## src/logic/mem_pipe_pkg.sv

```systemverilog
`default_nettype none

package mem_pipe_pkg;

  ////////////////////////////////////////////////////////////
  // data path widths
  ////////////////////////////////////////////////////////////

  localparam int unsigned XLEN = 32;

  typedef logic [XLEN-1:0]   word_t;
  // rv32i register number
  typedef logic [4:0]        reg_idx_t;
  // one bit per byte lane
  typedef logic [XLEN/8-1:0] byte_en_t;

  ////////////////////////////////////////////////////////////
  // data RAM geometry
  ////////////////////////////////////////////////////////////

  localparam int unsigned RAM_WORDS = 256;
  localparam int unsigned RAM_AW    = $clog2(RAM_WORDS);

  // word address, byte address bits 9:2
  typedef logic [RAM_AW-1:0] ram_addr_t;

  ////////////////////////////////////////////////////////////
  // store and load selectors, one-hot
  ////////////////////////////////////////////////////////////

  typedef logic [2:0] store_sel_t;
  localparam store_sel_t ST_NONE = 3'b000;
  localparam store_sel_t ST_B    = 3'b001;
  localparam store_sel_t ST_H    = 3'b010;
  localparam store_sel_t ST_W    = 3'b100;

  typedef logic [4:0] load_sel_t;
  localparam load_sel_t LD_B  = 5'b00001;
  localparam load_sel_t LD_H  = 5'b00010;
  localparam load_sel_t LD_W  = 5'b00100;
  localparam load_sel_t LD_BU = 5'b01000;
  localparam load_sel_t LD_HU = 5'b10000;

endpackage

`default_nettype wire

```

## src/logic/mem_wb_if.sv

```systemverilog
`timescale 1ns/1ps
`default_nettype none

// MEM/WB register contents and write-back result
interface mem_wb_if;
  import mem_pipe_pkg::*;

  logic     valid;
  logic     regwrite;
  logic     memread;
  reg_idx_t rd;
  word_t    alures;
  // aligned, extended load data
  word_t    memres;
  // MEM/WB is frozen this cycle
  logic     hold;
  // selected result, also the forwarding source
  word_t    wb_res;

  modport stage (
    output valid, regwrite, memread, rd, alures, memres, hold,
    input  wb_res
  );

  modport wb (
    input  valid, regwrite, memread, rd, alures, memres, hold,
    output wb_res
  );

endinterface

`default_nettype wire

```

## src/logic/wb_stage.sv

```systemverilog
`timescale 1ns/1ps
`default_nettype none

module wb_stage (
  input  logic                   bus,
  input  logic                   arst_n,
  mem_wb_if.wb                   mwb,
  output logic                   rf_we,
  output mem_pipe_pkg::reg_idx_t rf_waddr,
  output mem_pipe_pkg::word_t    rf_wdata
);

  // item in MEM/WB already written
  logic retired;

  // load data or ALU result
  assign mwb.wb_res = mwb.memread ? mwb.memres : mwb.alures;

  assign rf_wdata = mwb.wb_res;
  assign rf_waddr = mwb.rd;
  assign rf_we    = mwb.valid && mwb.regwrite && !retired;

  // set while the item is held and cleared when a new one loads
  always_ff @(posedge bus or negedge arst_n) begin
    if (!arst_n) begin
      retired <= 1'b0;
    end else begin
      retired <= mwb.hold && (retired || rf_we);
    end
  end

  // a stalled item is written once
  a_write_once: assert property (@(posedge bus) disable iff (!arst_n)
    (rf_we && mwb.hold) |=> !rf_we)
    else $error("held item rewrote the register file");

endmodule

`default_nettype wire

```

## src/flat_wrapper.sv

```systemverilog
// flat-port wrapper written by rule: the top's interface ports become plain ports
module wb_stage_flat 
  (bus, arst_n, rf_we, rf_waddr, rf_wdata, mwb_valid, mwb_regwrite, mwb_memread, mwb_rd, mwb_alures, mwb_memres, mwb_hold, mwb_wb_res);
  mem_wb_if mwb_i ();
  input  logic bus;
  input  logic arst_n;
  output logic rf_we;
  output mem_pipe_pkg::reg_idx_t rf_waddr;
  output mem_pipe_pkg::word_t rf_wdata;
  input wire logic [$bits(mwb_i.valid)-1:0] mwb_valid;
  input wire logic [$bits(mwb_i.regwrite)-1:0] mwb_regwrite;
  input wire logic [$bits(mwb_i.memread)-1:0] mwb_memread;
  input wire logic [$bits(mwb_i.rd)-1:0] mwb_rd;
  input wire logic [$bits(mwb_i.alures)-1:0] mwb_alures;
  input wire logic [$bits(mwb_i.memres)-1:0] mwb_memres;
  input wire logic [$bits(mwb_i.hold)-1:0] mwb_hold;
  output wire logic [$bits(mwb_i.wb_res)-1:0] mwb_wb_res;
  assign mwb_i.valid = mwb_valid;
  assign mwb_i.regwrite = mwb_regwrite;
  assign mwb_i.memread = mwb_memread;
  assign mwb_i.rd = mwb_rd;
  assign mwb_i.alures = mwb_alures;
  assign mwb_i.memres = mwb_memres;
  assign mwb_i.hold = mwb_hold;
  assign mwb_wb_res = mwb_i.wb_res;
  wb_stage u_core (.bus(bus), .arst_n(arst_n), .mwb(mwb_i), .rf_we(rf_we), .rf_waddr(rf_waddr), .rf_wdata(rf_wdata));
endmodule
```

## config.mk

```make
export PLATFORM = sky130hd
export DESIGN_NAME = wb_stage_flat
export DESIGN_NICKNAME = d
export VERILOG_FILES = /design/src/logic/mem_pipe_pkg.sv /design/src/logic/mem_wb_if.sv /design/src/logic/wb_stage.sv /design/src/flat_wrapper.sv
export SDC_FILE = /design/constraint.sdc
export NUM_CORES = 1
export LEC_CHECK = 0
export ABC_AREA = 1
export BUFFER_PORTS_ARGS = -buffer_cell sky130_fd_sc_hd__buf_2
export CORE_MARGIN = 2
export CORE_UTILIZATION = 32
export CTS_CLUSTER_SIZE = 8
export DETAILED_ROUTE_END_ITERATION = 12
export PLACE_DENSITY = 0.92
export SYNTH_ARGS = -nofsm -noshare
export SYNTH_HDL_FRONTEND = slang
export SYNTH_SLANG_ARGS = --single-unit
export TNS_END_PERCENT = 30
```

## constraint.sdc

```tcl
create_clock -name bus -period 3.05 [get_ports bus]
set_clock_uncertainty 0.2 [all_clocks]
set_input_delay 0.61 -clock bus [delete_from_list [all_inputs] [get_ports bus]]
set_output_delay 0.61 -clock bus [all_outputs]
set_load 0.02 [all_outputs]
```

# Word-level counts from Yosys, hierarchy flattened
# Cells that the tools add are included.
[classes] mux=1 n_reduce_logical=5
[op_table] op="$mux 32" count=1
[op_table] op="$logic_and 1x1->1" count=3
[op_table] op="$logic_not 1->1" count=1
[op_table] op="$logic_or 1x1->1" count=1
[word_totals] ff_bits=1 out_inout_bits=70 elab_cells=7

# Depth between registers and ports, before layout
[depth] word_depth=4 ltp_mapped=5

# Worst setup path after synthesis
# OpenSTA, ideal clock, no wires.
[synth_timing] path_type="input-to-output" from="input mwb_memread" to="output rf_wdata[28]" arrival_ns=1.557 required_time_ns=2.240 path_slack_ns=0.683 stages=3 cell_sequence="buf_6 -> o21ai_0 -> buf_4"
[synth_between] elab_chain_len=1
[synth_rtl] element="start: declaration" line_no="flat_wrapper.sv:12" text="input wire logic [$bits(mwb_i.memread)-1:0] mwb_memread;"
[synth_rtl] element="$mux 32" line_no="wb_stage.sv:17" text="assign mwb.wb_res = mwb.memread ? mwb.memres : mwb.alures;"
[synth_rtl] element="end: declaration" line_no="flat_wrapper.sv:9" text="output mem_pipe_pkg::word_t rf_wdata;"
# Every way passes these cells.

# Worst setup path after layout
[layout_timing] from="input mwb_memread" to="output rf_wdata[29]"
# Same word-level chain as after synthesis.

==> results.toml <==
[worst_setup_path]
worstPathArrival_ns = 1.47
reg2reg_slack_ns = 2.27
reg2regPathDepth = 2
worst_r2r_endpoint = "u_core.retired"
path_cells = "buf_2 > buf_4 > nand2_1 > o21ai_0 > buf_2"
critPathRequiredTime_ns = 2.24
critPathCaptureType = "output pin"
cp-start-kind = "input port"
crit_top_cell = "buf_2"
crit_path_max_incr_delay_ns = 0.33
cp_slowest_cell = "buf_4"
path_class = "input port to output pin"
r2r_start = "u_core.retired"
path_max_fanout = 32

[global_route]
grt_pass1_vias = 979
grt_usage_pct = 12.1
grt_overflow = 0
antenna_found_initial = 0
grt_pass1_wl_um = 3530
grt_max_degree = 33

[sta]
finalHoldViolCount = 0
max_freq_ghz = 0.439
worst_pin_slew_ns = 0.375
setup_tns_ns = 0
slew-limit-headroom_pct = 75.0
period_share_pct = 74.7
finalWorstPathRequiredPeriod_ns = 2.28
rsz0062_at_grt = "no"
drv_slew = 0
finalSetupViolCount = 0

[cells_and_area]
largest-register = "u_core.retired"
seq_area_um2 = 25.0
num-nets-final = 315
drive_above_1_share_pct = 70.2
largest_reg_flops = 1
n_antenna_cell = 0
reg_top3 = "u_core.retired: 1 flops"
syn_to_final_growth_pct = 37.2
num-fill-cells = 290
multi_input_area_um2 = 407
stdcell_area_mm2 = 0.00128

[synth]
synth_fp_nets = 221
yosysUniqueCellTypes = 12
synth_seq_area_share_pct = 2.67
synthCells = 146
netlist_area_um2 = 936
ys_ff_latch = 1
ys_warn_count = 0
syn-mean-instance-area_um2 = 6.41

[place]
hpwl_um = 2050
placement.io_buffers = 134
globalplace.congestion = 0.715
placed_cell_area_mm2 = 0.00128

[job]
max_cap_violations = 0

[floorplanning]
initial_core_util_pct = 33.9
ios = 145
fp.coreArea_mm2 = 0.00276
die-area_mm2 = 0.00337
die_w_um = 58.1
rows = 19
dieHeight_um = 58.1

[power]
internal_power_mw = 0.115
p_leak_nw = 0.903
p_per_area_mw_per_mm2 = 218
power_switching_mw = 0.165
p_clk_share_pct = 0
power_mw = 0.280
sw_frac_of_total_pct = 59.0
power_frac_comb_pct = 94.7
peakVddDrop_mv = 0.148
p_seq_share_pct = 5.3

[drt]
num_vias = 1106
viasPerCell = 4.11
drt-total-wl_um = 2190
initialDrtViolationCount = 15
drcViolationCount = 0
ant_nets = 0
firstDrtPassIters = 3
wire_per_inst_um = 8.13

[cts]
post_cts_buffers = 0
clock_latency_ns = 0
cts_resized = 0
clk_pin_slew_worst_paths_ns = 0
ctsHoldBuffers = 0

[worst_hold_path]
hold_class = "input port to asynchronous set/reset pin"

[status]
status = "finished clean"
## cell usage after synthesis
| library cell | count | area [um2] |
|---|---|---|
| buf_6 | 3 | 33.8 |
| buf_12 | 1 | 20.0 |
| o21ai_2 | 29 | 254 |
| o21ai_0 | 3 | 15.0 |
| buf_4 | 37 | 278 |
| buf_8 | 3 | 45.0 |
| inv_1 | 34 | 128 |
| dfrtp_1 | 1 | 25.0 |
| nand2_2 | 2 | 12.5 |
| a21oi_1 | 1 | 5.00 |
| nor2_1 | 1 | 3.75 |
| nand2_1 | 31 | 116 |
## worst max-delay path, delay by kind of cell
kind	cells	cell delay (ns)
buffers and inverters	3	0.64
AOI/OAI and AO/OA	1	0.13
and+or+nand+nor	1	0.09
## cell type report
cell class / instances / share of cell area (%)
timing repair buffer: 136 / 53.4
multi-input combinational: 67 / 31.7
inverter: 34 / 9.94
tap: 31 / 3.02
sequential: 1 / 1.95
## placed cells by master, fill, tap and decap left out, drive strengths merged
cell type | synthesis | final
buf | 44 | 136
inv | 34 | 34
nand2 | 33 | 33
o21ai | 32 | 32
nor2 | 1 | 1
a21oi | 1 | 1
dfrtp | 1 | 1
## worst max-delay path by stage
stage                start              to  slack, ns  cells past startpoint
2_1_floorplan  mwb_memread    rf_wdata[28]       0.68                      3
3_3_place_gp   mwb_memread  mwb_wb_res[11]       0.80                      5
3_5_place_dp   mwb_memread    rf_wdata[29]       0.74                      5
4_1_cts        mwb_memread    rf_wdata[29]       0.73                      5
5_1_grt        mwb_memread    rf_wdata[29]       0.66                      5
6_report       mwb_memread    rf_wdata[29]       0.77                      5
## kinds of logic (layout without fill, tap and decap cells)
group	after synthesis	in the layout	synth area share, %
compound gates	33	33	29.3
simple gates	34	34	14.2
flops	1	1	2.67
buf+inv	78	170	53.9
## per-layer routing
| metal | vias to the layer above | global-route usage, % | wire (um) |
|---|---|---|---|
| li1 | 595 | - | - |
| met3 | 4 | 0.670 | 280 |
| met2 | 68 | 27.6 | 1190 |
| met4 | 0 | 1.33 | 28 |
| met5 | - | 0 | 0 |
| met1 | 439 | 11.6 | 684 |
## metrics by stage
step / hold WS [ns] / utilization [%] / worst slack [ns] / instances
finish: 0.186 / 46.6 / 0.771 / 269
detailed placement: 0.187 / 46.6 / 0.735 / 269
floorplan: 0.114 / - / 0.683 / 146
global route: 0.188 / 46.6 / 0.663 / 269
CTS: 0.186 / 46.6 / 0.730 / 269
global placement: 0.186 / 46.6 / 0.801 / 269
## power groups by stage
stage / sequential [mW] / clock (mW) / combinational [mW]
finish: 0.0148 / 0 / 0.265
global route: 0.0150 / 0 / 0.290
CTS: 0.0148 / 0 / 0.269
detailed placement: 0.0148 / 0 / 0.268
global placement: 0.0148 / 0 / 0.264
floorplan: 0.0147 / 0 / 0.226
(Power assumes the default switching activity.)
