### src/logic/mem_pipe_pkg.sv
`default_nettype none

package mem_pipe_pkg;

  ////////////////////////////////////////////////////////////
  // data path widths
  ////////////////////////////////////////////////////////////

  localparam int unsigned XLEN = 32;

  typedef logic [XLEN-1:0]   word_t;
  // rv32i register number
  typedef logic [4:0]        reg_idx_t;
  // one bit per byte lane
  typedef logic [XLEN/8-1:0] byte_en_t;

  ////////////////////////////////////////////////////////////
  // data RAM geometry
  ////////////////////////////////////////////////////////////

  localparam int unsigned RAM_WORDS = 256;
  localparam int unsigned RAM_AW    = $clog2(RAM_WORDS);

  // word address, byte address bits 9:2
  typedef logic [RAM_AW-1:0] ram_addr_t;

  ////////////////////////////////////////////////////////////
  // store and load selectors, one-hot
  ////////////////////////////////////////////////////////////

  typedef logic [2:0] store_sel_t;
  localparam store_sel_t ST_NONE = 3'b000;
  localparam store_sel_t ST_B    = 3'b001;
  localparam store_sel_t ST_H    = 3'b010;
  localparam store_sel_t ST_W    = 3'b100;

  typedef logic [4:0] load_sel_t;
  localparam load_sel_t LD_B  = 5'b00001;
  localparam load_sel_t LD_H  = 5'b00010;
  localparam load_sel_t LD_W  = 5'b00100;
  localparam load_sel_t LD_BU = 5'b01000;
  localparam load_sel_t LD_HU = 5'b10000;

endpackage

`default_nettype wire

### src/logic/reg_file.sv
`timescale 1ns/1ps
`default_nettype none

module reg_file (
  input  logic                   bus,
  input  logic                   arst_n,
  input  logic                   we,
  input  mem_pipe_pkg::reg_idx_t waddr,
  input  mem_pipe_pkg::word_t    wdata,
  input  mem_pipe_pkg::reg_idx_t raddr,
  output mem_pipe_pkg::word_t    rdata
);
  import mem_pipe_pkg::*;

  // one entry per register number
  word_t regs [2**$bits(reg_idx_t)];

  ////////////////////////////////////////////////////////////
  // write port
  ////////////////////////////////////////////////////////////

  always_ff @(posedge bus or negedge arst_n) begin
    if (!arst_n) begin
      regs <= '{default: '0};
    end else if (we && (waddr != '0)) begin
      // x0 never written
      regs[waddr] <= wdata;
    end
  end

  ////////////////////////////////////////////////////////////
  // read port, combinational
  ////////////////////////////////////////////////////////////

  // x0 reads zero
  assign rdata = (raddr == '0) ? '0 : regs[raddr];

endmodule

`default_nettype wire

### config.mk
export PLATFORM = sky130hd
export DESIGN_NAME = reg_file
export DESIGN_NICKNAME = d
export VERILOG_FILES = /design/src/logic/mem_pipe_pkg.sv /design/src/logic/reg_file.sv
export SDC_FILE = /design/constraint.sdc
export NUM_CORES = 1
export LEC_CHECK = 0
export ABC_AREA = 1
export BUFFER_PORTS_ARGS = -buffer_cell sky130_fd_sc_hd__buf_2
export CAP_MARGIN = 20
export CELL_PAD_IN_SITES_DETAIL_PLACEMENT = 0
export CELL_PAD_IN_SITES_GLOBAL_PLACEMENT = 2
export CORE_AREA = 2 2 352 354
export CTS_CLUSTER_SIZE = 12
export DETAILED_ROUTE_END_ITERATION = 6
export DIE_AREA = 0 0 354 356
export HOLD_SLACK_MARGIN = 0.06
export PLACE_DENSITY = 0.88
export SLEW_MARGIN = 20
export SYNTH_ARGS = -nofsm -noshare
export SYNTH_HDL_FRONTEND = slang
export SYNTH_SLANG_ARGS = --single-unit
### constraint.sdc
create_clock -name bus -period 1.8 [get_ports bus]
set_input_delay 0 -clock bus [delete_from_list [all_inputs] [get_ports bus]]
set_output_delay 0 -clock bus [all_outputs]
set_load 0.1 [all_outputs]
Word-level counts from Yosys, hierarchy flattened. Index checks and enable logic that the tools add are counted. Widths: inputs -> output; s select.

Register bits after elaboration: 1024. Input bits: 45. Output and inout port bits: 32. Logic and storage cells: 48.

Order comparisons: 3. Muxes and demuxes: 7. Bitwise logic cells: 2. Reduce and logical (&&, ||, !) cells: 4.

Operators by type and width (count): $bwmux 1024 (1); $bmux 32 s5 (1); $demux 32 s5 (1); $mux 32 (4); $ge 6x6->1 const B (2); $not 5->6 (2); $lt 6x1->1 const B (1); $logic_not 5->1 (1); $reduce_bool 5->1 (1); $logic_and 1x1->1 (2).

Logic depth before layout (Yosys ltp). Gate-level depths: netlist of run 1.

Depth after elaboration: 6. Depth in mapped cells: 12. Mapped depth without buffers: 9.

Worst setup path after synthesis of run 1. Ideal clock, no wire load.

Path kind: input to output. Start point: in raddr[0]. End point: out rdata[1]. Arrival: 2.474 ns. Setup slack: -0.674 ns. Stages on the path: 12. Path buffers: 3. Path through: buf_2 inv_2 clkbuf_1 clkbuf_1 nand2_1 nand3_1 nand3_1 nand2_1 nand2_1 nand3_1 nand2_1 nor2_1.

Longest elaborated chain between the ends: 5. Elaborated cells on any way between the ends: 6. Those cells by class: 4 x mux; 1 x bitwise; 1 x reduce/logical.

RTL lines: from (decl) (line reg_file.sv:10) `input mem_pipe_pkg::reg_idx_t raddr,`; $not 5->6 (not written as such) (line reg_file.sv:36) `assign rdata = (raddr == '0) ? '0 : regs[raddr];`; $bmux 32 s5 (line reg_file.sv:36); $mux 32 (not written as such) (2 in series) (line reg_file.sv:36); $mux 32 (*) (line reg_file.sv:36); to (decl) (line reg_file.sv:11) `output mem_pipe_pkg::word_t rdata`.

Mark *: on every way between the ends. The rest lies on a longest branch, timed or not. The select of a mux whose other input is x is not followed.

Worst setup path in the final report of run 1.
Start point: reg regs[305] (netlist name). End point: out rdata[17].

Longest elaborated chain between the ends: 4.

RTL lines: from (decl) (line reg_file.sv:16) `word_t regs [2**$bits(reg_idx_t)];`; from (signal, indexed assignment) (line reg_file.sv:27) `regs[waddr] <= wdata;`; $bmux 32 s5 (line reg_file.sv:36); $mux 32 (not written as such) (2 in series) (line reg_file.sv:36); $mux 32 (line reg_file.sv:36).

Every way passes these cells. The select of a mux whose other input is x is not followed.

==> metrics.md, run 1 <==
| Metric | Value |
|---|---|
| Origin of the worst setup path | `regs[305]$_DFFE_PN0P_` |
| Initial antenna violation count | `1` |
| CTS H-Tree Depth | `3` |
| PD cells | `1140 mW/mm²` |
| Simple-gate area share of the yosys netlist | `28.0%` |
| CTS tree | `done` |
| Multiplexer share of the synthesized area | `0%` |
| Top-Level Pins | `77` |
| Status | `finished, violations left` |
| DR iter-0 viols | `4263` |
| Leak | `26.3 nW` |
| Met3 Resource Use GR | `3.38%` |
| Avg Vias per Cell | `5.30` |
| Final setup fails | `95` |
| Vias in the first global route | `38718` |
| Area of the multi-input gates | `0.0191 mm²` |
| FF-to-FF Start | `regs[327]$_DFFE_PN0P_` |
| Synthesized-area fraction occupied by xor and xnor cells | `0%` |
| Layout cells sized above 1 | `12.1%` |
| Layout area overhead | `20.5%` |
| # port buffers | `76` |
| Register-to-register setup slack | `0.91 ns` |
| Total die area | `0.126 mm²` |
| Critical path arrival | `2.06 ns` |
| DR vias | `40194` |
| Met2 track demand over resource | `38.9%` |
| Starting Density | `37.7%` |
| Met1 Track Usage GR | `37.1%` |
| CP Launch Type | `register` |
| WL/cell | `20.8 µm` |
| Final net count | `5909` |
| Grt peak-use layer | `met2` |
| Critical R2R Capture | `regs[327]$_DFFE_PN0P_` |
| Die height | `356 µm` |
| Crit path largest cell delay | `0.37 ns` |
| Seq/Total Area, Yosys | `55.5%` |
| Worst EP required | `1.80 ns` |
| CP Buf/Inv Count | `1` |
| Setup Crit Path Kind | `register to output pin` |
| Slowest library cell on the worst path | `dfrtp_1` |
| Min cycle time layout | `2.06 ns` |
| Top delay family on crit path | `simple AND/OR/NAND/NOR gates` |
| WP depth | `9` |
| Post-Synthesis Net Count | `5917` |
| Worst R2R Path Depth | `4` |
| Rel. slew slack | `61.1%` |
| Compound-Gate Fraction of Synth Area | `11.7%` |
| Crit path max fanout | `2` |
| CTS Root Cell | `clkbuf_16` |
| Register bank with the most flops | `regs` |
| Worst Skew | `0 ns` |
| Drc violations | `0` |
| Worst setup endpoint | `rdata[17]` |
| Unrepaired setup endpoints after global routing | `yes` |
| Maxcap violations | `0` |
| Grt total ovfl | `0` |
| Max reg flops | `1024` |
| Synthesized area per cell | `7.87 µm²` |
| Biggest registers after layout | `regs x1024` |
| DPL Wire Length | `91000 µm` |
| CTS buffer count | `112` |
| Final wirelength | `158000 µm` |
| Post-route antenna net violation count | `0` |
| Synth Area in Adders | `0%` |
| Tot GR Track Use | `25.1%` |
| Synth warn | `0` |
| Pwr Total | `0.0636 W` |
| Setup TNS | `-8.85 ns` |
| Core Rows | `129` |
| Clock transition at path regs | `0.06 ns` |
| Post-layout util | `45.4%` |
| Global placement routability congestion | `0.810` |
| Failing checks | `setup timing` |
| Synthesized area | `0.0462 mm²` |
| Max VDD drop | `0.798 mV` |
| Yosys reg bits | `1024` |
| Die Width | `354 µm` |
| Slew @ Worst Pin | `0.584 ns` |
| Pin count of the biggest net entering global routing | `95` |
| Hold Crit Class | `primary input to register` |
| Clock latency on the worst-skew pair | `0.69 ns` |
| Fin. max-slew vios | `0` |
| Worst setup EP type | `output pin` |
| Final Hold Fails | `0` |
| Most used cell, CP | `nand2_1` |
| Drt first pass iters | `5` |
| Synth cell types | `18` |
| Fin crit share | `114%` |
| First-pass GRT wire length | `243000 µm` |
| Largest family of logic cells by synthesized area | `simple AND/OR/NAND/NOR gates` |
| Setup WS post-layout | `-0.261 ns` |
| Cell Chain, Critical Path | `nand2_1, nand3_1, nand3_1, nand2_1, nand2_1, nand3_2, nand2_2, nor2_4, buf_12` |
| CTS sink count | `1024` |
| CTS Buffer Depth | `3` |
| Filler cell count | `12179` |
| Core Footprint | `0.123 mm²` |
| Register area | `0.0256 mm²` |
| Cells after Synth | `5872` |
| F_max | `485 MHz` |
-- synthesized netlist by cell type --
| cell type | count | area share, % |
|---|---|---|
| buf_1 | 42 | 0.34 |
| clkinv_1 | 2 | 0.016 |
| nor2_1 | 375 | 3.0 |
| nand2_2 | 17 | 0.23 |
| inv_1 | 42 | 0.34 |
| nor4_4 | 1 | 0.046 |
| clkbuf_1 | 457 | 3.7 |
| nand3_1 | 681 | 7.4 |
| nor2_2 | 4 | 0.054 |
| buf_2 | 36 | 0.39 |
| inv_2 | 3 | 0.024 |
| nand2_1 | 2092 | 17 |
| o21ai_0 | 922 | 10 |
| nor3_4 | 1 | 0.035 |
| a21oi_1 | 162 | 1.8 |
| dfrtp_1 | 1024 | 55 |
| nor3_2 | 4 | 0.087 |
| nor3_1 | 7 | 0.076 |
-- metal layers --
layer | vias to the layer above | routed length (µm)
met5 | - | 0
met3 | 209 | 9610
met1 | 19659 | 74800
met4 | 0 | 3480
li1 | 19035 | -
met2 | 1291 | 70100
-- worst register-to-register path, stage by stage (launching register included) --
cell and delay (ns):
dfrtp_1 0.38, buf_4 0.13, buf_4 0.12, nand2_1 0.05, o21ai_0 0.08
-- layout by cell type (no fill, tap or decap), types with 3 or more instances in the layout --
cell type	synthesis	layout
clkbuf_1	457	30
buf_12	0	145
clkinv_2	0	17
dfrtp_1	1024	1024
bufinv_16	0	6
nor3_2	4	4
nand2_1	2092	2037
nand2_4	0	27
nor2_2	4	19
nand3_1	681	644
buf_4	0	181
nand2_2	17	45
clkbuf_16	0	114
nor3_1	7	7
inv_6	0	3
o21ai_0	922	904
a21oi_1	162	162
nand3_2	0	37
buf_8	0	4
o21ai_1	0	18
dlygate4sd3_1	0	42
nor2_1	375	323
nor2_4	0	37
buf_2	36	39
inv_1	42	40
clkbuf_8	0	29
-- worst min-delay path by stage --
| stage | startpoint | end | slack [ns] | depth (start not counted) |
|---|---|---|---|---|
| 2_1_floorplan | arst_n | regs[0]$_DFFE_PN0P_ | -0.30 | 0 |
| 4_1_cts | waddr[0] | regs[560]$_DFFE_PN0P_ | 0.10 | 8 |
| 3_3_place_gp | arst_n | regs[749]$_DFFE_PN0P_ | -0.11 | 1 |
| 3_5_place_dp | arst_n | regs[749]$_DFFE_PN0P_ | -0.12 | 1 |
| 5_1_grt | waddr[0] | regs[560]$_DFFE_PN0P_ | 0.11 | 7 |
| 6_report | waddr[0] | regs[560]$_DFFE_PN0P_ | 0.10 | 7 |
-- logic make-up (layout without fill, tap and decap cells) --
kind of cell	Yosys count	after routing
buffers and inverters	582	660
DFF	1024	1024
and+or+nand+nor	3182	3183
other	0	2
AOI/OAI and AO/OA	1084	1084
-- area by class of cell --
cell class,instances,area share (%)
well taps,1637,3.68
clock inverters,28,0.609
repair buffers,412,8.89
diodes,2,0.00899
clock buffers,173,6.04
multi-input cells,4267,34.4
inverters,47,0.357
flip-flops and latches,1024,46.0
-- through the flow --
step | std cells | worst slack (ns) | hold slack [ns] | instance area, µm²
floorplan | 5872 | 0.0693 | -0.296 | 46400
global placement | 7318 | -0.0732 | -0.114 | 50900
global route | 7588 | -0.381 | 0.108 | 55700
detailed placement | 7318 | -0.0506 | -0.116 | 50900
finish | 7590 | -0.261 | 0.104 | 55700
CTS | 7562 | -0.312 | 0.102 | 55200
-- report_power, final --
part / total [W] / internal, W / switching [W]
Clock: 0.0233 / 0.0136 / 0.00963
Sequential: 0.0296 / 0.0273 / 0.00228
Combinational: 0.0107 / 0.00430 / 0.00644
Total: 0.0636 / 0.0453 / 0.0183
-- what timing repair did --
action	CTS	global route
endpoints found under the setup margin	32	157
hold buffers	43	1
gates cloned	0	1
gates resized for setup	66	70
setup buffers	4	25
endpoints found under the hold margin	2016	7
pin swaps	53	93
Power figures use the tool's default switching activity.
==> run 2: changes to the inputs <==
Settings changed: ABC_AREA 1 to 0, CORE_AREA 2 2 352 354 to 2 2 318 320, DIE_AREA 0 0 354 356 to 0 0 320 322.
==> run 2 against run 1 <==
  * The flow still finishes with violations (setup timing)
  * Final area increased by 0.43%
  * Register-to-register slack got worse by 0.11 ns
  * Synthesized area increased by 0.49%
  * Highest routed layer is now met5
  * First-iteration DRC count decreased by 51%
  * Final cell count decreased by 41%
  * Clock skew unchanged
  * Critical endpoint is now rdata[30]
  * Utilization increased by 11 points
  * Via count decreased by 31%
  * Setup slack got worse by 0.35 ns
  * Wire length decreased by 16%
==> metrics.md, run 2 <==
| Metric | Value |
|---|---|
| Maxcap violations | `0 (unchanged)` |
| Vias in the first global route | `30123 (was 38718)` |
| Post-Synthesis Net Count | `2994 (was 5917)` |
| Register area | `0.0256 mm² (unchanged)` |
| Failing checks | `setup timing (unchanged)` |
| Max VDD drop | `0.843 mV (was 0.798 mV)` |
| Fin. max-slew vios | `0 (unchanged)` |
| CTS H-Tree Depth | `3 (unchanged)` |
| Status | `finished, violations left (unchanged)` |
| Placed cell areas | `0.0514 mm² (was 0.0509 mm²)` |
| Synthesized area per cell | `15.7 µm² (was 7.87 µm²)` |
| Tot GR Track Use | `26.2% (was 25.1%)` |
| CTS sink count | `1024 (unchanged)` |
| Area of the multi-input gates | `0.0206 mm² (was 0.0191 mm²)` |
| CTS buffer count | `106 (was 112)` |
| Most common library cells after synthesis | `dfrtp_1, mux2_2, mux4_2, clkbuf_1, buf_2 (was nand2_1, dfrtp_1, o21ai_0, nand3_1, clkbuf_1)` |
| Final net count | `3179 (was 5909)` |
| Worst Skew | `0 ns (unchanged)` |
| Critical path arrival | `2.41 ns (was 2.06 ns)` |
| Starting Density | `46.6% (was 37.7%)` |
| Layout area overhead | `20.4% (was 20.5%)` |
| Setup TNS | `-16.29 ns (was -8.85 ns)` |
| Clock latency on the worst-skew pair | `0.69 ns (about the same)` |
| Dpl ws | `-0.248 ns (was -0.0506 ns)` |
| Drt first pass iters | `5 (unchanged)` |
| DPL Wire Length | `81200 µm (was 91000 µm)` |
| Final Instance Area | `0.0559 mm² (was 0.0557 mm²)` |
| DR vias | `27772 (was 40194)` |
| Die Width | `320 µm (was 354 µm)` |
| Max reg flops | `1024 (unchanged)` |
| Top-count cell post-synth | `dfrtp_1 (was nand2_1)` |
| Top-Level Pins | `77 (unchanged)` |
| Slowest library cell on the worst path | `mux4_2 (was dfrtp_1)` |
| Avg Vias per Cell | `6.15 (was 5.30)` |
| Core Footprint | `0.0996 mm² (was 0.123 mm²)` |
| Commonest non-fill, non-tap cell in the layout | `dfrtp_1 (was nand2_1)` |
| Setup Crit Path Kind | `register to output pin (unchanged)` |
| Number of synthesized flops with an enable pin | `0 (unchanged)` |
| Filler cell count | `7564 (was 12179)` |
| WL/cell | `29.4 µm (was 20.8 µm)` |
| First-pass GRT wire length | `199000 µm (was 243000 µm)` |
| Fin crit share | `134% (was 114%)` |
| CP Buf/Inv Count | `2 (was 1)` |
| Cell Chain, Critical Path | `mux4_2, mux2_4, o21ai_4, a311oi_4, buf_6, buf_12 (was nand2_1, nand3_1, nand3_1, nand2_1, nand2_1, nand3_2, nand2_2, nor2_4, buf_12)` |
| Area share of the largest cell type after synthesis | `55.2% (was 55.5%)` |
| Final setup fails | `32 (was 95)` |
| Core Rows | `116 (was 129)` |
| Grt total ovfl | `0 (unchanged)` |
| Final Hold Fails | `0 (unchanged)` |
| CTS tree | `done (unchanged)` |
| Synth warn | `0 (unchanged)` |
| PD cells | `1130 mW/mm² (was 1140 mW/mm²)` |
| Total die area | `0.103 mm² (was 0.126 mm²)` |
| Seq/Total Area, Yosys | `55.2% (was 55.5%)` |
| Yosys reg bits | `1024 (unchanged)` |
| Min cycle time layout | `2.41 ns (was 2.06 ns)` |
| Worst EP required | `1.80 ns (about the same)` |
| Final wirelength | `133000 µm (was 158000 µm)` |
| Hold Crit Class | `primary input to register (unchanged)` |
| CTS Root Cell | `clkbuf_16 (unchanged)` |
| Register bank with the most flops | `regs (unchanged)` |
| Biggest registers after layout | `regs x1024 (unchanged)` |
| Final hold slack | `0.111 ns (was 0.104 ns)` |
| Synth cell types | `35 (was 18)` |
| Global placement routability congestion | `0.812 (was 0.810)` |
| Leak | `24.8 nW (was 26.3 nW)` |
| Ys flop type | `dfrtp_1 (unchanged)` |
| F_max | `415 MHz (was 485 MHz)` |
| # port buffers | `76 (unchanged)` |
| Post-synthesis async set-or-reset flop share | `100% (unchanged)` |
| Initial antenna violation count | `8 (was 1)` |
| Worst setup EP type | `output pin (unchanged)` |
| Post-route antenna net violation count | `0 (unchanged)` |
| Top delay family on crit path | `multiplexers (was simple AND/OR/NAND/NOR gates)` |
| CP Launch Type | `register (unchanged)` |
| Most frequent cells in the layout | `dfrtp_1, mux2_2, mux4_2, buf_4, buf_12 (was nand2_1, dfrtp_1, o21ai_0, nand3_1, nor2_1)` |
| Layout cells sized above 1 | `59.7% (was 12.1%)` |
| Crit path max fanout | `2 (unchanged)` |
| Unrepaired setup endpoints after global routing | `yes (unchanged)` |
| Die height | `322 µm (was 356 µm)` |
| Rel. slew slack | `36.6% (was 61.1%)` |
| Cells after Synth | `2949 (was 5872)` |
| Crit path largest cell delay | `0.49 ns (was 0.37 ns)` |
| Pin count of the biggest net entering global routing | `77 (was 95)` |
| Synthesized area | `0.0464 mm² (was 0.0462 mm²)` |
| CTS Buffer Depth | `3 (unchanged)` |
| DR iter-0 viols | `2083 (was 4263)` |
| Drc violations | `0 (unchanged)` |
| Leading area contributor after synthesis | `dfrtp_1 (unchanged)` |
| Slew @ Worst Pin | `0.951 ns (was 0.584 ns)` |
| Setup WS post-layout | `-0.609 ns (was -0.261 ns)` |
| Synth area leaders | `dfrtp_1, mux2_2, mux4_2 (was dfrtp_1, nand2_1, o21ai_0)` |
| Clock transition at path regs | `0.06 ns (about the same)` |
run 2: changes by cell type after synthesis, sizes merged, moves of 306 or more:
cell,previous run,this run
nor2,379,20
clkbuf,457,151
mux2,0,1024
nand3,681,2
o21ai,922,55
nand2,2109,34
run 2: tightest hold or removal path, cell delays in order:
cell and delay (ns):
buf_2 0.16, nor3_1 0.11, nand2_2 0.10, buf_4 0.21, mux2_2 0.17
run 2: cell type report:
type,instances,area share [%]
antenna,6,0.0269
multi-input combinational,1602,36.9
clock inverter,23,0.378
timing repair buffer,399,8.30
clock buffer,162,5.66
inverter,1,0.00895
sequential,1024,45.8
tap,1298,2.91
run 2: logic make-up after synthesis:
kind of cell | after synthesis | share of synthesized area (%)
mux | 1312 | 37.1
flops | 1024 | 55.2
compound gates | 183 | 2.85
buf+inv | 323 | 3.61
simple gates | 107 | 1.25
run 2: per-layer routing:
layer / GRT usage, % / vias to the layer above / part of all wire (%)
li1: - / 11340 / -
met1: 35.6 / 15217 / 42
met2: 41.7 / 915 / 47
met3: 4.43 / 298 / 5.9
met4: 11.1 / 2 / 4.2
met5: 0 / - / 0.0083
run 2: final timing paths:
check                                  startpoint                endpoint  slack [ns]  cells after the start
hold / removal                           waddr[3]   regs[917]$_DFFE_PN0P_        0.11                      5
setup reg to reg            regs[514]$_DFFE_PN0P_   regs[514]$_DFFE_PN0P_        0.80                      3
hold reg to reg            regs[1012]$_DFFE_PN0P_  regs[1012]$_DFFE_PN0P_        0.37                      0
setup / recovery            regs[542]$_DFFE_PN0P_               rdata[30]       -0.61                      6
min in group asynchronous                  arst_n   regs[613]$_DFFE_PN0P_        0.13                      3
max in group asynchronous                  arst_n   regs[177]$_DFFE_PN0P_        1.17                      4
run 2: through the flow:
step                      utilization, %  power, W  instances
after floorplan                        -    0.0375       2949
after global placement              51.6    0.0405       4276
after detailed placement            51.6    0.0414       4276
after CTS                           55.9    0.0633       4505
after global routing                56.1    0.0656       4513
final                               56.1    0.0631       4515
run 2: timing repair:
action / 4_1_cts / 5_1_grt
gates resized for setup: 114 / 30
hold buffers: 34 / 0
setup buffers: 11 / 6
pin swaps: 52 / 18
endpoints found under the setup margin: 32 / 32
endpoints found under the hold margin: 2016 / 0
run 2: where the power goes:
group	internal [W]	leakage, nW	switching (W)
clock	0.0123	1.66	0.00910
combinational	0.00688	9.99	0.00517
sequential	0.0274	13.1	0.00228
total	0.0466	24.8	0.0165
