### src/logic/mem_pipe_pkg.sv
`default_nettype none

package mem_pipe_pkg;

  ////////////////////////////////////////////////////////////
  // data path widths
  ////////////////////////////////////////////////////////////

  localparam int unsigned XLEN = 32;

  typedef logic [XLEN-1:0]   word_t;
  // rv32i register number
  typedef logic [4:0]        reg_idx_t;
  // one bit per byte lane
  typedef logic [XLEN/8-1:0] byte_en_t;

  ////////////////////////////////////////////////////////////
  // data RAM geometry
  ////////////////////////////////////////////////////////////

  localparam int unsigned RAM_WORDS = 256;
  localparam int unsigned RAM_AW    = $clog2(RAM_WORDS);

  // word address, byte address bits 9:2
  typedef logic [RAM_AW-1:0] ram_addr_t;

  ////////////////////////////////////////////////////////////
  // store and load selectors, one-hot
  ////////////////////////////////////////////////////////////

  typedef logic [2:0] store_sel_t;
  localparam store_sel_t ST_NONE = 3'b000;
  localparam store_sel_t ST_B    = 3'b001;
  localparam store_sel_t ST_H    = 3'b010;
  localparam store_sel_t ST_W    = 3'b100;

  typedef logic [4:0] load_sel_t;
  localparam load_sel_t LD_B  = 5'b00001;
  localparam load_sel_t LD_H  = 5'b00010;
  localparam load_sel_t LD_W  = 5'b00100;
  localparam load_sel_t LD_BU = 5'b01000;
  localparam load_sel_t LD_HU = 5'b10000;

endpackage

`default_nettype wire

### src/logic/mem_port_if.sv
`timescale 1ns/1ps
`default_nettype none

// memory stage to data RAM
interface mem_port_if;
  import mem_pipe_pkg::*;

  // word address of the access
  ram_addr_t addr;
  // store data, already lane aligned
  word_t     wdata;
  // lanes written when we is high
  byte_en_t  byte_en;
  logic      we;
  // registered read word, one cycle after addr
  word_t     rdata;

  // memory stage side
  modport stage (
    output addr,
    output wdata,
    output byte_en,
    output we,
    input  rdata
  );

  // RAM side
  modport ram (
    input  addr,
    input  wdata,
    input  byte_en,
    input  we,
    output rdata
  );

endinterface

`default_nettype wire

### src/logic/mem_wb_if.sv
`timescale 1ns/1ps
`default_nettype none

// MEM/WB register contents and write-back result
interface mem_wb_if;
  import mem_pipe_pkg::*;

  logic     valid;
  logic     regwrite;
  logic     memread;
  reg_idx_t rd;
  word_t    alures;
  // aligned, extended load data
  word_t    memres;
  // MEM/WB is frozen this cycle
  logic     hold;
  // selected result, also the forwarding source
  word_t    wb_res;

  modport stage (
    output valid, regwrite, memread, rd, alures, memres, hold,
    input  wb_res
  );

  modport wb (
    input  valid, regwrite, memread, rd, alures, memres, hold,
    output wb_res
  );

endinterface

`default_nettype wire

### src/logic/mem_stage.sv
`timescale 1ns/1ps
`default_nettype none

module mem_stage (
  input  logic                     bus,
  input  logic                     arst_n,
  input  logic                     stall,
  input  logic                     ex_valid,
  input  mem_pipe_pkg::word_t      ex_alures,
  input  mem_pipe_pkg::reg_idx_t   ex_rs2,
  input  mem_pipe_pkg::word_t      ex_rs2_data,
  input  mem_pipe_pkg::reg_idx_t   ex_rd,
  input  logic                     ex_regwrite,
  input  logic                     ex_memread,
  input  logic                     ex_memwrite,
  input  mem_pipe_pkg::store_sel_t ex_store_sel,
  input  mem_pipe_pkg::load_sel_t  ex_load_sel,
  mem_port_if.stage                mem,
  mem_wb_if.stage                  mwb
);
  import mem_pipe_pkg::*;

  logic      accept;
  logic      re;
  logic      fwd;
  logic [1:0] off;
  logic [7:0] hw_en;
  word_t     st_data;
  word_t     ld_word;
  load_sel_t load_sel_q;
  logic [1:0] off_q;

  // rotate by whole bytes
  function automatic word_t rotl_bytes(word_t w, logic [1:0] k);
    logic [2*XLEN-1:0] dbl;
    dbl = {w, w} << {k, 3'b000};
    return dbl[2*XLEN-1:XLEN];
  endfunction

  function automatic word_t rotr_bytes(word_t w, logic [1:0] k);
    logic [2*XLEN-1:0] dbl;
    dbl = {w, w} >> {k, 3'b000};
    return dbl[XLEN-1:0];
  endfunction

  ////////////////////////////////////////////////////////////
  // store side
  ////////////////////////////////////////////////////////////

  // strobes under stall are dropped
  assign accept = ex_valid && !stall;
  assign re     = accept && ex_memread;
  assign off    = ex_alures[1:0];

  // forward only on register number match, never from x0
  assign fwd = ex_memwrite && mwb.valid && mwb.regwrite &&
               (mwb.rd == ex_rs2) && (mwb.rd != '0);
  assign st_data = fwd ? mwb.wb_res : ex_rs2_data;

  // halfword pair, wraps lane 3 -> lane 0
  assign hw_en = 8'b0011_0011 << off;

  always_comb begin
    mem.byte_en = '0;
    mem.wdata   = st_data;
    case (ex_store_sel)
      ST_B: begin
        mem.byte_en = 4'b0001 << off;
        // byte copied to every lane
        mem.wdata   = {4{st_data[7:0]}};
      end
      ST_H: begin
        mem.byte_en = hw_en[7:4];
        mem.wdata   = rotl_bytes(st_data, off);
      end
      ST_W: mem.byte_en = '1;
      ST_NONE: mem.byte_en = '0;
      default: mem.byte_en = '0;
    endcase
  end

  assign mem.we = accept && ex_memwrite;
  // held load keeps its word on the read port
  assign mem.addr = stall ? mwb.alures[RAM_AW+1:2] : ex_alures[RAM_AW+1:2];

  ////////////////////////////////////////////////////////////
  // MEM/WB register
  ////////////////////////////////////////////////////////////

  always_ff @(posedge bus or negedge arst_n) begin
    if (!arst_n) begin
      mwb.valid    <= 1'b0;
      mwb.regwrite <= 1'b0;
      mwb.memread  <= 1'b0;
      load_sel_q   <= '0;
    end else if (!stall) begin
      // empty slot when nothing accepted
      mwb.valid    <= accept;
      mwb.regwrite <= accept && ex_regwrite;
      mwb.memread  <= re;
      load_sel_q   <= ex_load_sel;
    end
  end

  always_ff @(posedge bus) begin
    if (!stall) begin
      mwb.rd     <= ex_rd;
      mwb.alures <= ex_alures;
      off_q      <= off;
    end
  end

  assign mwb.hold = stall;

  ////////////////////////////////////////////////////////////
  // load side
  ////////////////////////////////////////////////////////////

  // addressed byte down to lane 0
  assign ld_word = rotr_bytes(mem.rdata, off_q);

  always_comb begin
    case (load_sel_q)
      LD_B:    mwb.memres = {{24{ld_word[7]}}, ld_word[7:0]};
      LD_H:    mwb.memres = {{16{ld_word[15]}}, ld_word[15:0]};
      LD_W:    mwb.memres = ld_word;
      LD_BU:   mwb.memres = {24'h0, ld_word[7:0]};
      LD_HU:   mwb.memres = {16'h0, ld_word[15:0]};
      // not one-hot
      default: mwb.memres = '0;
    endcase
  end

  // EX hands over one store kind at most
  a_store_sel: assert property (@(posedge bus) disable iff (!arst_n)
    ex_valid |-> $onehot0(ex_store_sel))
    else $error("store selector not one-hot");

  a_we_re: assert property (@(posedge bus) disable iff (!arst_n)
    !(mem.we && re))
    else $error("load and store in the same item");

endmodule

`default_nettype wire

### src/flat_wrapper.sv
// flat-port wrapper written by rule: the top's interface ports become plain ports
module mem_stage_flat import mem_pipe_pkg::*;
  (bus, arst_n, stall, ex_valid, ex_alures, ex_rs2, ex_rs2_data, ex_rd, ex_regwrite, ex_memread, ex_memwrite, ex_store_sel, ex_load_sel, mem_addr, mem_wdata, mem_byte_en, mem_we, mem_rdata, mwb_valid, mwb_regwrite, mwb_memread, mwb_rd, mwb_alures, mwb_memres, mwb_hold, mwb_wb_res);
  mem_port_if mem_i ();
  mem_wb_if mwb_i ();
  input  logic bus;
  input  logic arst_n;
  input  logic stall;
  input  logic ex_valid;
  input  mem_pipe_pkg::word_t ex_alures;
  input  mem_pipe_pkg::reg_idx_t ex_rs2;
  input  mem_pipe_pkg::word_t ex_rs2_data;
  input  mem_pipe_pkg::reg_idx_t ex_rd;
  input  logic ex_regwrite;
  input  logic ex_memread;
  input  logic ex_memwrite;
  input  mem_pipe_pkg::store_sel_t ex_store_sel;
  input  mem_pipe_pkg::load_sel_t ex_load_sel;
  output wire logic [$bits(mem_i.addr)-1:0] mem_addr;
  output wire logic [$bits(mem_i.wdata)-1:0] mem_wdata;
  output wire logic [$bits(mem_i.byte_en)-1:0] mem_byte_en;
  output wire logic [$bits(mem_i.we)-1:0] mem_we;
  input wire logic [$bits(mem_i.rdata)-1:0] mem_rdata;
  output wire logic [$bits(mwb_i.valid)-1:0] mwb_valid;
  output wire logic [$bits(mwb_i.regwrite)-1:0] mwb_regwrite;
  output wire logic [$bits(mwb_i.memread)-1:0] mwb_memread;
  output wire logic [$bits(mwb_i.rd)-1:0] mwb_rd;
  output wire logic [$bits(mwb_i.alures)-1:0] mwb_alures;
  output wire logic [$bits(mwb_i.memres)-1:0] mwb_memres;
  output wire logic [$bits(mwb_i.hold)-1:0] mwb_hold;
  input wire logic [$bits(mwb_i.wb_res)-1:0] mwb_wb_res;
  assign mem_addr = mem_i.addr;
  assign mem_wdata = mem_i.wdata;
  assign mem_byte_en = mem_i.byte_en;
  assign mem_we = mem_i.we;
  assign mem_i.rdata = mem_rdata;
  assign mwb_valid = mwb_i.valid;
  assign mwb_regwrite = mwb_i.regwrite;
  assign mwb_memread = mwb_i.memread;
  assign mwb_rd = mwb_i.rd;
  assign mwb_alures = mwb_i.alures;
  assign mwb_memres = mwb_i.memres;
  assign mwb_hold = mwb_i.hold;
  assign mwb_i.wb_res = mwb_wb_res;
  mem_stage u_core (.bus(bus), .arst_n(arst_n), .stall(stall), .ex_valid(ex_valid), .ex_alures(ex_alures), .ex_rs2(ex_rs2), .ex_rs2_data(ex_rs2_data), .ex_rd(ex_rd), .ex_regwrite(ex_regwrite), .ex_memread(ex_memread), .ex_memwrite(ex_memwrite), .ex_store_sel(ex_store_sel), .ex_load_sel(ex_load_sel), .mem(mem_i), .mwb(mwb_i));
endmodule
### config.mk
export PLATFORM = sky130hd
export DESIGN_NAME = mem_stage_flat
export DESIGN_NICKNAME = d
export VERILOG_FILES = /design/src/logic/mem_pipe_pkg.sv /design/src/logic/mem_port_if.sv /design/src/logic/mem_wb_if.sv /design/src/logic/mem_stage.sv /design/src/flat_wrapper.sv
export SDC_FILE = /design/constraint.sdc
export NUM_CORES = 1
export LEC_CHECK = 0
export ABC_CLOCK_PERIOD_IN_PS = 5200
export BUFFER_PORTS_ARGS = -buffer_cell sky130_fd_sc_hd__buf_4
export CORE_AREA = 2 2 105 107
export CTS_CLUSTER_SIZE = 40
export DETAILED_ROUTE_END_ITERATION = 7
export DIE_AREA = 0 0 107 109
export PLACE_DENSITY = 0.87
export SYNTH_ARGS = -nofsm -noshare
export SYNTH_HDL_FRONTEND = slang
export SYNTH_SLANG_ARGS = --single-unit
### constraint.sdc
create_clock -name bus -period 5.2 [get_ports bus]
set_input_delay 1.04 -clock bus [delete_from_list [all_inputs] [get_ports bus]]
set_output_delay 1.04 -clock bus [all_outputs]
set_load 0.005 [all_outputs]
; ---- Word level (Yosys, flattened, before mapping)
; Cells that the tools add are included.
[totals]
regBits = 47
wordCells = 35
output_inout_bits = 118
inputBits = 153
[op_classes]
n_reduce_logical = 10
n_eq_ne = 9
mux = 5
shift = 4
[ops]
columns = cell, count
row1 = 32-bit one-hot mux with 5 select lines, 1
row2 = 32-bit one-hot mux with 2 select lines, 1
row3 = 64-bit by 5-bit left shift with 64-bit output, 1
row4 = 64-bit by 5-bit >> shifter with 32-bit output, 1
row5 = 32-bit 2-to-1 mux, 1
row6 = 4-bit one-hot mux with 3 select lines, 1
row7 = 1-bit logical AND, 8
row8 = 8-bit 2-to-1 mux, 1
row9 = "6-bit by 2-bit left shift with 8-bit output, first input constant", 1
row10 = "5-bit by 1-bit == test with 1-bit output, second input constant", 1
row11 = "5-bit by 2-bit == test with 1-bit output, second input constant", 1
row12 = "5-bit by 3-bit == test with 1-bit output, second input constant", 1
row13 = "5-bit by 4-bit == test with 1-bit output, second input constant", 1
row14 = 5-bit == test, 1
row15 = "5-bit == test, second input constant", 1
row16 = 5-bit nonzero test, 1
row17 = "1-bit by 2-bit left shift with 4-bit output, first input constant", 1
row18 = "3-bit by 1-bit == test with 1-bit output, second input constant", 1
row19 = "3-bit by 2-bit == test with 1-bit output, second input constant", 1
row20 = "3-bit == test, second input constant", 1
row21 = 1-bit logical NOT, 1

; ---- Logic depth before layout (Yosys ltp)
; Gate-level depths: netlist of run 1.
[depth]
depth_word = 7
depth_mapped = 10
mapped_depth_nobuf = 6

; ---- Worst setup path before layout of run 1
; OpenSTA, ideal clock, no wires.
[synth_timing]
kind = input to output
start = input port ex_rs2[3]
end = output port mem_wdata[10]
path_slack_ns = 1.351
t_arrival_ns = 2.809
n_path_buf = 3
t_required_ns = 4.160
path_stages = 9
path_cell_list = xor2_1 > nor3_4 > and3_4 > buf_8 > buf_8 > buf_4 > mux2i_1 > mux2i_1 > a221o_1
[synth_between]
elab_chain_cells = 6
[synth_lines]
columns = item, line
row1 = from (decl), flat_wrapper.sv:11  ; input mem_pipe_pkg::reg_idx_t ex_rs2;
row2 = 5-bit == test (*), mem_stage.sv:57  ; (mwb.rd == ex_rs2) && (mwb.rd != '0);
row3 = 1-bit logical AND (*), mem_stage.sv:56  ; assign fwd = ex_memwrite && mwb.valid && mwb.regwrite &&
row4 = 1-bit logical AND (*), mem_stage.sv:57
row5 = 32-bit 2-to-1 mux (*), mem_stage.sv:58  ; assign st_data = fwd ? mwb.wb_res : ex_rs2_data;
row6 = 64-bit by 5-bit left shift with 64-bit output, mem_stage.sv:36  ; dbl = {w, w} << {k, 3'b000};
row7 = 32-bit one-hot mux with 2 select lines (*), mem_stage.sv:66  ; case (ex_store_sel)
row8 = to (decl), flat_wrapper.sv:20  ; output wire logic [$bits(mem_i.wdata)-1:0] mem_wdata;
; Every way passes the cells marked *; elsewhere a longest branch is shown, timed or not.

; ---- Worst setup path after layout of run 1
[layout_timing]
start = input port ex_rs2[0]
end = output port mem_wdata[27]
; Same word-level chain as after synthesis.

==> results of run 1 <==
## where the power goes
group	switching, mW	internal, mW	total, mW
clock network	0.119	0.144	0.263
logic	0.217	0.293	0.511
registers	0.0230	0.423	0.446
## flip-flops by register name, summed over array words and instances, names as in the netlist
| register | cells |
|---|---|
| u_core.load_sel_q | 5 |
| u_core.mwb.alures | 31 |
| u_core.mwb.memread | 1 |
| u_core.mwb.rd | 5 |
| u_core.mwb.regwrite | 1 |
| u_core.mwb.valid | 1 |
| u_core.off_q | 1 |
## path summary, 6_finish.rpt
check                                     start                    to
setup reg to reg           u_core.load_sel_q[1]  u_core.load_sel_q[1]
setup / recovery                      ex_rs2[0]         mem_wdata[27]
hold / removal               u_core.mwb.memread    u_core.mwb.memread
min in group asynchronous                arst_n  u_core.load_sel_q[1]
max in group asynchronous                arst_n  u_core.load_sel_q[3]
hold reg to reg              u_core.mwb.memread    u_core.mwb.memread
## metal layers
layer  part of all wire, %  wire length, um
met1                    36             5800
met2                    53             8440
met3                   7.3             1160
met4                   3.4              537
met5                     0                0
## cell usage in the layout (no fill, tap or decap), types with 6 or more instances in the layout
cell type                   instances
sky130_fd_sc_hd__mux2i_1           43
sky130_fd_sc_hd__mux4_2            43
sky130_fd_sc_hd__buf_4            279
sky130_fd_sc_hd__a2bb2oi_1          9
sky130_fd_sc_hd__nor2b_1           10
sky130_fd_sc_hd__nand2_1           16
sky130_fd_sc_hd__o21ai_0           35
sky130_fd_sc_hd__nor2_1            16
sky130_fd_sc_hd__dfrtp_1            8
sky130_fd_sc_hd__inv_1             46
sky130_fd_sc_hd__edfxtp_1          37
sky130_fd_sc_hd__a21oi_1           18
sky130_fd_sc_hd__mux2_2            19
sky130_fd_sc_hd__a21o_1             6
sky130_fd_sc_hd__o22ai_1           10
sky130_fd_sc_hd__a221o_1            8
## cell families (layout without fill, tap and decap cells)
logic type	count (synthesis)	count (layout)
flops	45	45
compound gates	121	121
simple gates	68	68
buf+inv	81	335
mux	109	109
fa+ha+maj	4	4
xor+xnor	5	5
## metrics by stage
stage          utilization, %  cells
6_report                 64.7    827
5_1_grt                  64.7    827
4_1_cts                  64.7    827
3_5_place_dp             63.6    819
3_3_place_gp             63.6    819
2_1_floorplan               -    433
## area by class of cell
cell class	count	area (um2)	area share, %
inverters	48	180	2.63
multi-input cells	307	2980	43.5
well taps	140	175	2.55
clock buffers	6	72.6	1.06
repair buffers	279	2090	30.5
flip-flops and latches	45	1310	19.1
clock inverters	2	38.8	0.566
==> results, run 1 <==
- The number of buffers inserted for hold repair after clock tree synthesis is 0.
- The initial detailed-routing violation count is 485.
- In the routed layout, each cell is associated on average with a via count of 5.88.
- In this run the number of cells on the critical path is 9.
- Setup repair after global routing left no endpoint under its margin.
- The post-layout total power is 1.22 mW.
- The first TritonRoute pass finished after 6 iterations.
- The flow ran to the end, and the final reports show no timing, DRC or antenna violations.
- The total leakage power is 3.12 nW.
- The area share of fa/ha/maj cells after synthesis is 1.07%.
- The number of buffers added by the clock tree synthesis step is 5.
- The number of antenna violations at the first check in global routing is 0.
- Once detailed placement completed, the half-perimeter wirelength came to 12800 um.
- The placement-stage cell area is 0.00675 mm2.
- The required time at the worst-slack endpoint is 4.16 ns.
- The cell depth of the worst min-delay path is 1.
- The minimum clock period after layout is 4.61 ns.
- The largest total area in the synthesized netlist belongs to sky130_fd_sc_hd__edfxtp_1.
- Of all flip-flops after synthesis, the portion carrying an async set or reset was 17.8%.
- The number of setup buffers added after CTS is 0.
- The overall routed net length is 15900 um.
- Clock latency on the worst-skew pair, taken at its later pin, is 0.29 ns.
- The part of the cycle the worst path needs is 88.6%.
- The synthesized netlist devotes 0.937% of its cell area to XOR and XNOR gates.
- The maximum number of pins on one net before global-route repair is 38.
- The global-route track usage on met1 is 30.9%.
- Summed over its instances, the top area cell type makes up 23.8% of the synthesized netlist area.
- Gates resized during post-CTS repair numbered 0.
- Counting instances in the post-synthesis netlist gives the leading cell types as sky130_fd_sc_hd__inv_1, sky130_fd_sc_hd__mux2i_1, sky130_fd_sc_hd__mux4_2.
- The element type at the critical path start is an input pin.
- The global routing met2 resource utilization is 48.7%.
- The largest fanout of any net on the critical path is 35.
- The number of global-route vias before repair was 4876.
- The remaining max-slew budget at the tightest pin is 33.3%.
- The die area is 0.0117 mm2.
- Traced cell by cell, the critical path runs through buf_4, xor2_1, nor2_1, and3_4, buf_4, mux2i_1, mux2i_1, a221o_1, buf_4.
- Between clock sinks in the finished design, the worst skew comes to 0 ns.
- The number of cells traversed by the worst register-to-register path is 1.
- In this design, the largest share of critical-path delay is due to simple AND/OR/NAND/NOR gates.
- The final number of hold-violating endpoints came to 0.
- The placeable core region is 0.0106 mm2.
- Pin placement for this block handled 271 I/O pins.
- After synthesis, the largest family of logic cells by area is multiplexers.
- Sorting the synthesized cells by area gives the leading types as sky130_fd_sc_hd__edfxtp_1, sky130_fd_sc_hd__mux4_2, sky130_fd_sc_hd__mux2i_1.
- The number of flops mapped to enable cells by yosys is 37.
- The global-route wire length before repair is 24300 um.
- The diode insertion count for antenna repair is 0.
- The total overflow left after global routing is 0.
- In the synthesized netlist, mux cells make up 36.5% of the area.
- OpenSTA, run right after detailed placement, puts the worst setup slack at 0.620 ns.
- By instance count, the cell type seen most on the critical path is sky130_fd_sc_hd__buf_4.
- In the post-route analysis, the smallest setup slack over all paths is 0.595 ns.
- The total global routing track utilization is 26.6%.
- Power spread over the standard cell area amounts to 178 mW/mm2.
- The critical path is of the in2out type.
- The H-tree level count is 2.
- The final setup violation count is 0.
- In this design, the stage delay of the slowest critical-path cell is 0.66 ns.
- Measured along the x axis, the die boundary spans 107 um.
- In this run the remaining antenna-violating nets after routing total 0.
- The cell count after synthesis is 433.
- For this run, the leading register cell type out of synthesis is sky130_fd_sc_hd__edfxtp_1.
- The share of cells above drive strength 1 is 51.8%.
- The die boundary height is 109 um.
- Fill cells in the final layout number 803.
- The area fraction in compound gates after synthesis is 17.7%.
- The path category of the worst min-delay check is reg2reg.
- STA classifies the critical path endpoint as an output port.
- In the routed design, unresolved DRC markers number 0.
- Routability-driven placement finished with a final weighted congestion of 0.963.
- The via count of the routed design is 4861.
- The row count is 38.
- Yosys instantiated no cell more often than sky130_fd_sc_hd__inv_1.
- The number of nets in the finished design is 843.
- The maximum ir drop on the vdd rail is 220 uV.
- In this run the cell area of the synthesized design comes to 0.00467 mm2.
- TritonCTS built the clock tree.
- The clock net in this run drives a total of 45 sinks.
- The finished layout cell area is 0.00686 mm2.
- Of the total synthesized cell area, the portion taken by AND, OR, NAND and NOR gates is 7.66%.
- For this run, the number of Yosys warnings is 0.
- The number of pins with negative max-slew slack in the final report is 0.
- Summing the sequential cell areas from Yosys gives 28.1% of the chip area.
- The largest individual stage delay along the critical path comes from the cell sky130_fd_sc_hd__and3_4.
- The count of input and output buffers is 270.
- The synthesized netlist net count is 590.
- The reg-to-reg setup timing slack is 4.33 ns.
- Derived from the worst setup path, the maximum achievable clock frequency is 217 MHz.
- The global routing usage on met3 is 4.60%.
- Data on the critical path arrives at its endpoint at 3.57 ns.
- Max-cap violations in this run came to 0.
- The average cell area after synthesis is 10.8 um2.
- The average wire per standard cell is 19.3 um.
- Clock-pin slew was measured on the worst setup and hold paths at 0.08 ns.
- For the final routed database, the setup TNS stands at 0 ns.
- The area growth from synthesis to layout is 46.7%.
- The tree is rooted in a sky130_fd_sc_hd__clkbuf_8.
- Counting flops and latches in the post-synthesis netlist gives 45.
- The buffer and inverter count on the worst path is 3.
- The worst hold slack after final layout is 0.532 ns.
- The worst-case clock buffer depth is 2.
- The count of cell types in the netlist is 55.
- The most used routing layer in global routing is met2.
- At the pin with the least slew margin, the transition time is 0.990 ns.
- The starting density of the core is 44.1%.
(Power assumes the default switching activity.)
==> inputs of run 2 (changes only) <==
- PLACE_DENSITY: 0.87 -> 0.84
==> run 2 against run 1 <==
Net effect:
- first-iteration DRC count shrank 19%
- sequential power barely moved
- critical path depth did not move
- total power increased by 0.14%
- count of clock-buffer cells in the layout rose by 1
- clock skew unchanged
- worst setup slack worse by 0.0090 ns
- sequential cell count is the same
- clock power grew 2%
- routed wire length shrank 0.92%
==> results, run 2 (synthesis gave the netlist of run 1 again) <==
- The post-detailed-route DRC marker count is 0 (unchanged).
- Run status: finished clean (unchanged).
- The ratio of total power to cell area is 178 mW/mm2 (about the same).
- The H-tree level count is 2 (unchanged).
- The number of flip-flops under the largest register name is 31 (unchanged).
- The number of buffers added by the clock tree synthesis step came to 5 (unchanged).
- The number of clock sinks seen by CTS is 45 (unchanged).
- The final number of hold-violating endpoints came to 0 (unchanged).
- The number of global-route vias before repair is 4816 (was 4876).
- The total leakage power is 3.12 nW (about the same).
- The share of cells above drive strength 1 is 51.8% (unchanged).
- The minimum clock period after layout is 4.61 ns (about the same).
- The length of the first detailed-routing pass in iterations is 5 (was 6).
- The post-layout total power is 1.22 mW (about the same).
- The global-route congestion overflow total is 0 (unchanged).
- The slew of the pin with the lowest slew margin is 1.04 ns (was 0.990 ns).
- The CTS tree is yes (unchanged).
- The part of the cycle the worst path needs came to 88.7% (was 88.6%).
- The non-filler instance count after layout came to 827 (unchanged).
- Leading cell types in the layout, fill and taps excluded: sky130_fd_sc_hd__buf_4, sky130_fd_sc_hd__inv_1, sky130_fd_sc_hd__mux2i_1, sky130_fd_sc_hd__mux4_2, sky130_fd_sc_hd__edfxtp_1 (unchanged).
- The total setup buffers inserted after CTS is 0 (unchanged).
- The global placer's final weighted congestion is 0.900 (was 0.963).
- The total area of multi-input combinational cells is 0.00298 mm2 (unchanged).
- The count of input and output buffers is 270 (unchanged).
- Setup repair after global routing missed its margin: no (unchanged).
- The total global routing track utilization came to 25.6% (was 26.6%).
- The average wire per standard cell was 19.1 um (was 19.3 um).
- The maximum ir drop on the vdd rail is 226 uV (was 220 uV).
- The area occupied by registers is 0.00131 mm2 (unchanged).
- The register bank with the most flops is u_core.mwb.alures (unchanged).
- The highest clock rate came to 217 MHz (about the same).
- The remaining max-slew budget at the tightest pin came to 29.6% (was 33.3%).
- The largest fanout of any net on the critical path is 32 (was 35).
- The number of fill cells came to 834 (was 803).
- The die area is 0.0117 mm2 (unchanged).
- The critical path endpoint category is an output port (unchanged).
- The via count of the routed design came to 4793 (was 4861).
- The overall routed net length is 15800 um (was 15900 um).
- The number of buffers inserted for hold repair after clock tree synthesis came to 0 (unchanged).
- The area added between synthesis and finish is 46.8% (was 46.7%).
- The number of placed instances, taps included is 819 (unchanged).
- The row count came to 38 (unchanged).
- The diode insertion count for antenna repair is 0 (unchanged).
- The final setup skew is 0 ns (unchanged).
- The die boundary height was 109 um (unchanged).
- The required time at the worst-slack endpoint is 4.16 ns (about the same).
- The post-detailed-route count of antenna-violating nets was 0 (unchanged).
- Largest regs: u_core.mwb.alures x31, u_core.load_sel_q x5, u_core.mwb.rd x5 (unchanged).
- The starting density of the core came to 44.1% (unchanged).
- The CTS clock-pin slew for the worst setup and hold paths is 0.08 ns (about the same).
- The max capacitance violation total is 0 (unchanged).
- The most common cell after layout, fill and taps aside is sky130_fd_sc_hd__buf_4 (unchanged).
- The placeable core region was 0.0106 mm2 (unchanged).
- The detailed placement HPWL came to 12600 um (was 12800 um).
- The element type at the critical path start is an input pin (unchanged).
- The post-cts repair resize count is 0 (unchanged).
- The class of the most critical setup path is in2out (unchanged).
- The clock latency reported for the late side of the worst-skew pair is 0.28 ns (was 0.29 ns).
- The final cell utilization of the core is 64.7% (about the same).
- The global-route wire length before repair was 23800 um (was 24300 um).
- The path category of the worst min-delay check is reg2reg (unchanged).
- The number of antenna violations at the first check in global routing is 0 (unchanged).
- The cell at the root of the clock tree is sky130_fd_sc_hd__clkbuf_8 (unchanged).
- The number of nets in the finished design was 843 (unchanged).
- The final setup violation count is 0 (unchanged).
- The number of pins with negative max-slew slack in the final report was 0 (unchanged).
- The maximum number of pins on one net before global-route repair is 36 (was 38).
- The floorplan die width is 107 um (unchanged).
- The worst-case clock buffer depth is 2 (unchanged).
- The initial detailed-routing violation count is 392 (was 485).
- The total I/O pin count is 271 (unchanged).
- The critical path data arrival time is 3.57 ns (about the same).
- The setup TNS was 0 ns (unchanged).
- The vias per cell was 5.80 (was 5.88).
-- run 2: final cells by class --
cell class / count / share of cell area [%]
flip-flops and latches: 45 / 19.1
clock inverters: 1 / 0.438
well taps: 140 / 2.55
inverters: 48 / 2.63
multi-input cells: 307 / 43.5
repair buffers: 279 / 30.5
clock buffers: 7 / 1.26
-- run 2: worst paths after layout --
path	from	end	slack, ns	cells past startpoint
worst max-delay path	ex_rs2[0]	mem_wdata[27]	0.59	9
worst min-delay path	u_core.mwb.valid	u_core.mwb.valid	0.52	1
worst max register to register	u_core.load_sel_q[1]	u_core.load_sel_q[1]	4.31	1
worst min register to register	u_core.mwb.valid	u_core.mwb.valid	0.52	1
max in group asynchronous	arst_n	u_core.load_sel_q[2]	4.51	1
min in group asynchronous	arst_n	u_core.load_sel_q[1]	0.55	1
-- run 2: per-stage QoR --
step	cell area, um2	worst slack (ns)	hold WS (ns)
3_5_place_dp	6750	0.600	0.509
3_3_place_gp	6750	0.708	0.498
2_1_floorplan	4670	1.35	0.496
5_1_grt	6860	0.402	0.542
6_report	6860	0.586	0.522
4_1_cts	6860	0.588	0.526
-- run 2: per-layer routing --
metal / GRT usage, % / up-vias / share of wire, %
met4: 7.88 / 0 / 2.0
li1: - / 2193 / -
met1: 30.0 / 2317 / 38
met5: 0 / - / 0
met2: 47.4 / 248 / 53
met3: 5.26 / 35 / 7.3
-- run 2: worst max-delay path: stages --
cell,delay (ns)
sky130_fd_sc_hd__buf_4,0.11
sky130_fd_sc_hd__xor2_1,0.16
sky130_fd_sc_hd__nor2_1,0.31
sky130_fd_sc_hd__and3_4,0.61
sky130_fd_sc_hd__buf_4,0.33
sky130_fd_sc_hd__mux2i_1,0.34
sky130_fd_sc_hd__mux2i_1,0.14
sky130_fd_sc_hd__a221o_1,0.38
sky130_fd_sc_hd__buf_4,0.14
-- run 2: power by group --
| part | internal (mW) | switching, mW |
|---|---|---|
| Combinational | 0.293 | 0.216 |
| Clock | 0.157 | 0.111 |
| Sequential | 0.423 | 0.0221 |
| Total | 0.872 | 0.349 |
